<file path="src/rtl/vc_link_cfg.svh">
`ifndef VC_LINK_CFG_SVH
`define VC_LINK_CFG_SVH

// --------------------
// Link dimensions
// --------------------

`define VC_CHANNELS   4   // Virtual channels sharing the link

// Payload bits per flit, head and tail bits come on top
`define VC_DATA_WIDTH 16

`define VC_FIFO_DEPTH 4   // Receive FIFO entries per channel

`endif

</file>
<file path="src/rtl/vc_link_pkg.sv">
`include "vc_link_cfg.svh"

package vc_link_pkg;

  // --------------------
  // Flit layout
  // --------------------

  typedef logic [`VC_DATA_WIDTH-1:0] vc_data_t;

  // Head is the top bit, tail sits just below it
  typedef logic [`VC_DATA_WIDTH+1:0] vc_flit_t;

  typedef logic [`VC_CHANNELS-1:0]         vc_mask_t;   // One bit per channel
  typedef logic [$clog2(`VC_CHANNELS)-1:0] vc_index_t;

  typedef enum logic {
    arb_idle,
    arb_locked
  } arb_state_t;

endpackage

</file>
<file path="src/rtl/vc_flit_if.sv">
`timescale 1ns/100ps

interface vc_flit_if;
  import vc_link_pkg::*;

  vc_mask_t valid;      // At most one bit high, owned by the granted channel
  vc_mask_t ready;
  vc_mask_t vc_ready;   // Channel can take a new packet
  vc_flit_t flit;

  modport sender (
    output valid,
    output flit,
    input  ready,
    input  vc_ready
  );

  modport receiver (
    input  valid,
    input  flit,
    output ready,
    output vc_ready
  );

endinterface

</file>
<file path="src/rtl/vc_flit_fifo.sv">
`timescale 1ns/100ps

module vc_flit_fifo #(
  parameter int DEPTH = 4
) (
  input  logic                  clk,
  input  logic                  reset,
  input  logic                  push,
  input  vc_link_pkg::vc_flit_t push_flit,
  input  logic                  pop,
  output vc_link_pkg::vc_flit_t pop_flit,
  output logic                  empty,
  output logic                  full,
  output logic                  almost_full
);
  import vc_link_pkg::*;

  localparam int PTR_W = $clog2(DEPTH);
  localparam int CNT_W = $clog2(DEPTH + 1);

  vc_flit_t         mem [DEPTH];
  logic [PTR_W-1:0] wr_ptr;
  logic [PTR_W-1:0] rd_ptr;
  logic [CNT_W-1:0] count;
  logic             do_push;
  logic             do_pop;

  assign do_push = push && !full;
  assign do_pop  = pop && !empty;

  // --------------------
  // Pointers and level
  // --------------------

  always_ff @(posedge clk) begin
    if (reset) begin
      wr_ptr <= '0;
      rd_ptr <= '0;
      count  <= '0;
    end else begin
      if (do_push) begin   // Wrap by compare so any depth works
        wr_ptr <= (wr_ptr == PTR_W'(DEPTH - 1)) ? '0 : wr_ptr + 1'b1;
      end
      if (do_pop) begin
        rd_ptr <= (rd_ptr == PTR_W'(DEPTH - 1)) ? '0 : rd_ptr + 1'b1;
      end
      case ({do_push, do_pop})
        2'b10:   count <= count + 1'b1;
        2'b01:   count <= count - 1'b1;
        default: count <= count;
      endcase
    end
  end

  always_ff @(posedge clk) begin
    if (do_push) begin
      mem[wr_ptr] <= push_flit;
    end
  end

  assign pop_flit    = mem[rd_ptr];
  assign empty       = (count == '0);
  assign full        = (count == CNT_W'(DEPTH));
  assign almost_full = (count >= CNT_W'(DEPTH - 1));   // Fewer than two slots left

endmodule

</file>
<file path="src/rtl/vc_flit_demux.sv">
`timescale 1ns/100ps
`include "vc_link_cfg.svh"

module vc_flit_demux (
  input  logic                                      clk,
  input  logic                                      reset,
  vc_flit_if.receiver                               link,
  output vc_link_pkg::vc_mask_t                     out_valid,
  output vc_link_pkg::vc_flit_t [`VC_CHANNELS-1:0]  out_flit,
  input  vc_link_pkg::vc_mask_t                     out_ready
);
  import vc_link_pkg::*;

  localparam int CHANNELS = `VC_CHANNELS;

  vc_mask_t empty;
  vc_mask_t full;
  vc_mask_t almost_full;

  // --------------------
  // Per channel storage
  // --------------------

  for (genvar k = 0; k < CHANNELS; k++) begin : g_vc
    vc_flit_fifo #(
      .DEPTH (`VC_FIFO_DEPTH)
    ) u_fifo (
      .clk         (clk),
      .reset       (reset),
      .push        (link.valid[k] & link.ready[k]),
      .push_flit   (link.flit),
      .pop         (out_valid[k] & out_ready[k]),
      .pop_flit    (out_flit[k]),
      .empty       (empty[k]),
      .full        (full[k]),
      .almost_full (almost_full[k])
    );
  end

  assign out_valid = ~empty;

  // Accept flits while there is room, only offer new packets with some slack
  assign link.ready    = ~full;
  assign link.vc_ready = ~almost_full;

endmodule

</file>
<file path="src/flat_wrapper.sv">
// flat-port wrapper written by rule: the top's interface ports become plain ports
module vc_flit_demux_flat import vc_link_pkg::*;
  (clk, reset, out_valid, out_flit, out_ready, link_valid, link_flit, link_ready, link_vc_ready);
  vc_flit_if link_i ();
  input  logic clk;
  input  logic reset;
  output vc_link_pkg::vc_mask_t out_valid;
  output vc_link_pkg::vc_flit_t [`VC_CHANNELS-1:0] out_flit;
  input  vc_link_pkg::vc_mask_t out_ready;
  input wire logic [$bits(link_i.valid)-1:0] link_valid;
  input wire logic [$bits(link_i.flit)-1:0] link_flit;
  output wire logic [$bits(link_i.ready)-1:0] link_ready;
  output wire logic [$bits(link_i.vc_ready)-1:0] link_vc_ready;
  assign link_i.valid = link_valid;
  assign link_i.flit = link_flit;
  assign link_ready = link_i.ready;
  assign link_vc_ready = link_i.vc_ready;
  vc_flit_demux u_core (.clk(clk), .reset(reset), .link(link_i), .out_valid(out_valid), .out_flit(out_flit), .out_ready(out_ready));
endmodule
</file>
<file path="config.mk">
export PLATFORM = sky130hd
export DESIGN_NAME = vc_flit_demux_flat
export DESIGN_NICKNAME = d
export VERILOG_FILES = /design/src/rtl/vc_link_pkg.sv /design/src/rtl/vc_flit_if.sv /design/src/rtl/vc_flit_fifo.sv /design/src/rtl/vc_flit_demux.sv /design/src/flat_wrapper.sv
export VERILOG_INCLUDE_DIRS = /design/src /design/src/rtl
export SDC_FILE = /design/constraint.sdc
export NUM_CORES = 1
export LEC_CHECK = 0
export BUFFER_PORTS_ARGS = -buffer_cell sky130_fd_sc_hd__buf_2
export CAP_MARGIN = 20
export CORE_MARGIN = 4
export CORE_UTILIZATION = 30
export CTS_CLUSTER_SIZE = 20
export DETAILED_ROUTE_END_ITERATION = 7
export PLACE_DENSITY = 0.51
export SYNTH_ARGS = -nofsm -noshare
export SYNTH_HDL_FRONTEND = slang
export SYNTH_SLANG_ARGS = --single-unit
</file>
<file path="constraint.sdc">
create_clock -name clk -period 2.3 [get_ports clk]
set_input_delay 0.23 -clock clk [delete_from_list [all_inputs] [get_ports clk]]
set_output_delay 0.23 -clock clk [all_outputs]
set_load 0.005 [all_outputs]
</file>
==> results.md <==
* Pre-CTS WS at 0.0648 ns
* Via density at 4.51
* GRT Overall Usage at 11.4%
* Most frequent cells in the layout: edfxtp_1, buf_2, mux4_2
* Clk slew on worst S/H paths at 0.05 ns
* Worst setup slack after layout at 0.0869 ns
* Layout area overhead at 20.4%
* Library cells used by synthesis at 26
* Status: complete, no violations
* Initial Utilization at 30.3%
* Syn avg cell area at 21.0 sq um
* Final Hold Fails at 0
* CTS Root Cell: clkbuf_16
* Yosys top cell area share at 70.1%
* Clock Skews at 0.0174 ns
* Placer Congestion at 0.695
* Clock period minus worst slack at 2.21 ns
* Synthesized cell area at 12,300 sq um
* CTS tree: yes
* P_sw at 4360 uW
* Clock power frac at 33.3%
* Reg power frac at 44.1%
* F_max at 452 MHz
* Clk_lat worst skew at 0.51 ns
* Count of pins over their slew limit at 0
* Post-Synthesis Cells at 587
* # DRC at 0
* Commonest non-fill, non-tap cell in the layout: edfxtp_1
* Fill cells at 3,835
* CTS HTree Levels at 2
* IO buf count at 111
* Via Count at 5,884
* Fin crit share at 96.2%
* RSZ-0062 raised after global routing: no
* Leak at 0.00509 uW
* Yosys reg bits at 324
* Area contributors post-synth: edfxtp_1, mux4_2, dfxtp_1
* Die area at 44,400 sq um
* Worst slew margin at 28.9%
* VDD IR max at 454 uV
* Synth Warn # at 0
* Diodes inserted at 0
* Nets@finish at 801
* Setup TNS at 0 ns
* Pwr dens at 1110 nW/um^2
* Per-cell routed wire length at 19.3 um
* Clk buf depth at 3
* Syn Nets at 643
* Internal power at 12,200 uW
* Vias in the first global route at 6,346
* Total overflow reported by the global router at 0
* DP HPWL at 16.0 mm
* Initial antenna violation count at 1
* Startpoint types: flop
* Die Y at 211 um
* Core Rows at 74
* CP arrival at 2.64 ns
* Clk sink count at 324
* Combinational Power Share at 22.6%
* Die X at 211 um
* Cts bufs inserted at 36
* Core Region at 40,700 sq um
* Iteration-0 DRC count of the detailed router at 280
* Post-synthesis sequential area ratio at 76.0%
* Final setup fails at 0
* Num ports at 112
* Dominant cell type by area after synthesis: edfxtp_1
* Proportion of layout cells with a drive suffix above 1 at 37.4%
* CP endpoint kind: flop
* Net Sw Frac at 26.4%
* Largest net degree at the start of global routing at 37
* Antenna-violating nets left at 0
* Hold Slack at 0.0483 ns
* 1st-pass router iterations at 6
* Global-route wire length before repair at 38.9 mm
* WS Path Type: reg2reg
* Max FO, Critical Path at 3
* Final wirelength at 25.2 mm
* Worst hold path type: in2reg
* MaxCap Viol Count at 0
* Least-Margin Pin Slew at 1.07 ns
* Reg2reg setup slack at 0.09 ns
* Critical path required time at 2.73 ns
[cell type report]
class / instances / area [sq um] / area share [%]
clock buffer: 45 / 976 / 6.57
timing repair buffer: 143 / 823 / 5.54
clock inverter: 21 / 166 / 1.12
multi-input combinational: 216 / 2770 / 18.6
sequential: 324 / 9370 / 63.1
inverter: 24 / 90.1 / 0.606
tap: 532 / 666 / 4.48
[synthesized netlist by cell type]
cell type    n
a211o_1      4
a21oi_1     16
and3_1       8
and3_2       8
buf_2       10
buf_4        4
buf_6        2
clkbuf_1     7
dfxtp_1     36
edfxtp_1   288
fa_1         4
ha_1        24
inv_1       24
mux2i_1      8
mux4_2      72
nand2_1      6
nand2_2      2
nand2b_1     8
nor2_1      16
o21ai_0      4
o21ai_2      4
o31ai_1      4
or3_1       12
or3_2        4
or3b_1       4
xor2_1       8
[kinds of logic after synthesis]
family	Yosys count	share of synthesized area [%]
simple gates	68	3.21
compound gates	32	1.62
xor+xnor	8	0.568
flops	324	76.0
mux	80	13.8
buf+inv	47	1.78
fa+ha+maj	28	3.08
[worst paths after layout]
path	from	end	cells past startpoint
min reg2reg	u_core.g_vc[1].u_fifo.rd_ptr[0]$_SDFFE_PP0P_	flop	2
min	link_valid[0]	u_core.g_vc[0].u_fifo.wr_ptr[0]$_SDFFE_PP0P_	3
max	u_core.g_vc[0].u_fifo.count[2]$_SDFFE_PP0P_	u_core.g_vc[0].u_fifo.count[2]$_SDFFE_PP0P_	8
max reg2reg	u_core.g_vc[0].u_fifo.count[2]$_SDFFE_PP0P_	u_core.g_vc[0].u_fifo.count[2]$_SDFFE_PP0P_	8
[state kept, by name, indices dropped and copies added (netlist names), named ones only]
signal                     cells
u_core.g_vc.u_fifo.mem       288
u_core.g_vc.u_fifo.wr_ptr      8
u_core.g_vc.u_fifo.count      12
u_core.g_vc.u_fifo.rd_ptr      8
[power by group through the flow]
stage | sequential (uW) | clock [uW] | combinational [uW]
after floorplan | 7420 | 0 | 2220
after global placement | 7410 | 0 | 3820
after detailed placement | 7420 | 0 | 3830
after CTS | 7300 | 5670 | 3850
after global routing | 7360 | 5930 | 4200
final | 7300 | 5500 | 3740
[layer usage]
| metal | vias to the layer above | routed length [um] | global-route usage [%] | share of wire (%) |
|---|---|---|---|---|
| li1 | 2689 | - | - | - |
| met1 | 3035 | 11000 | 15.2 | 44 |
| met2 | 119 | 12400 | 18.8 | 49 |
| met3 | 39 | 1280 | 2.82 | 5.1 |
| met4 | 2 | 534 | 3.17 | 2.1 |
| met5 | - | 13 | 0 | 0.052 |
[metrics by stage]
step	cell area [sq um]	total power, uW	util, %	std cells
finish	14900	16500	36.5	1305
detailed placement	13600	11300	33.5	1235
global placement	13600	11200	33.5	1235
CTS	14800	16800	36.3	1301
global route	14900	17500	36.5	1305
floorplan	12300	9640	-	587
[worst max-delay path, cell delays in order, from the launching register on]
cell	delay [ns]
dfxtp_1	0.33
or3b_4	0.40
nand2_4	0.10
ha_2	0.19
inv_1	0.05
fa_1	0.37
xor2_1	0.16
or3_2	0.41
a21oi_1	0.14
[repair_timing]
action | CTS | global route
gates resized for setup | 0 | 6
hold buffers | 0 | 0
setup buffers | 0 | 2
setup endpoints to repair | 0 | 4
No activity file was read; power rests on OpenSTA's default activity.
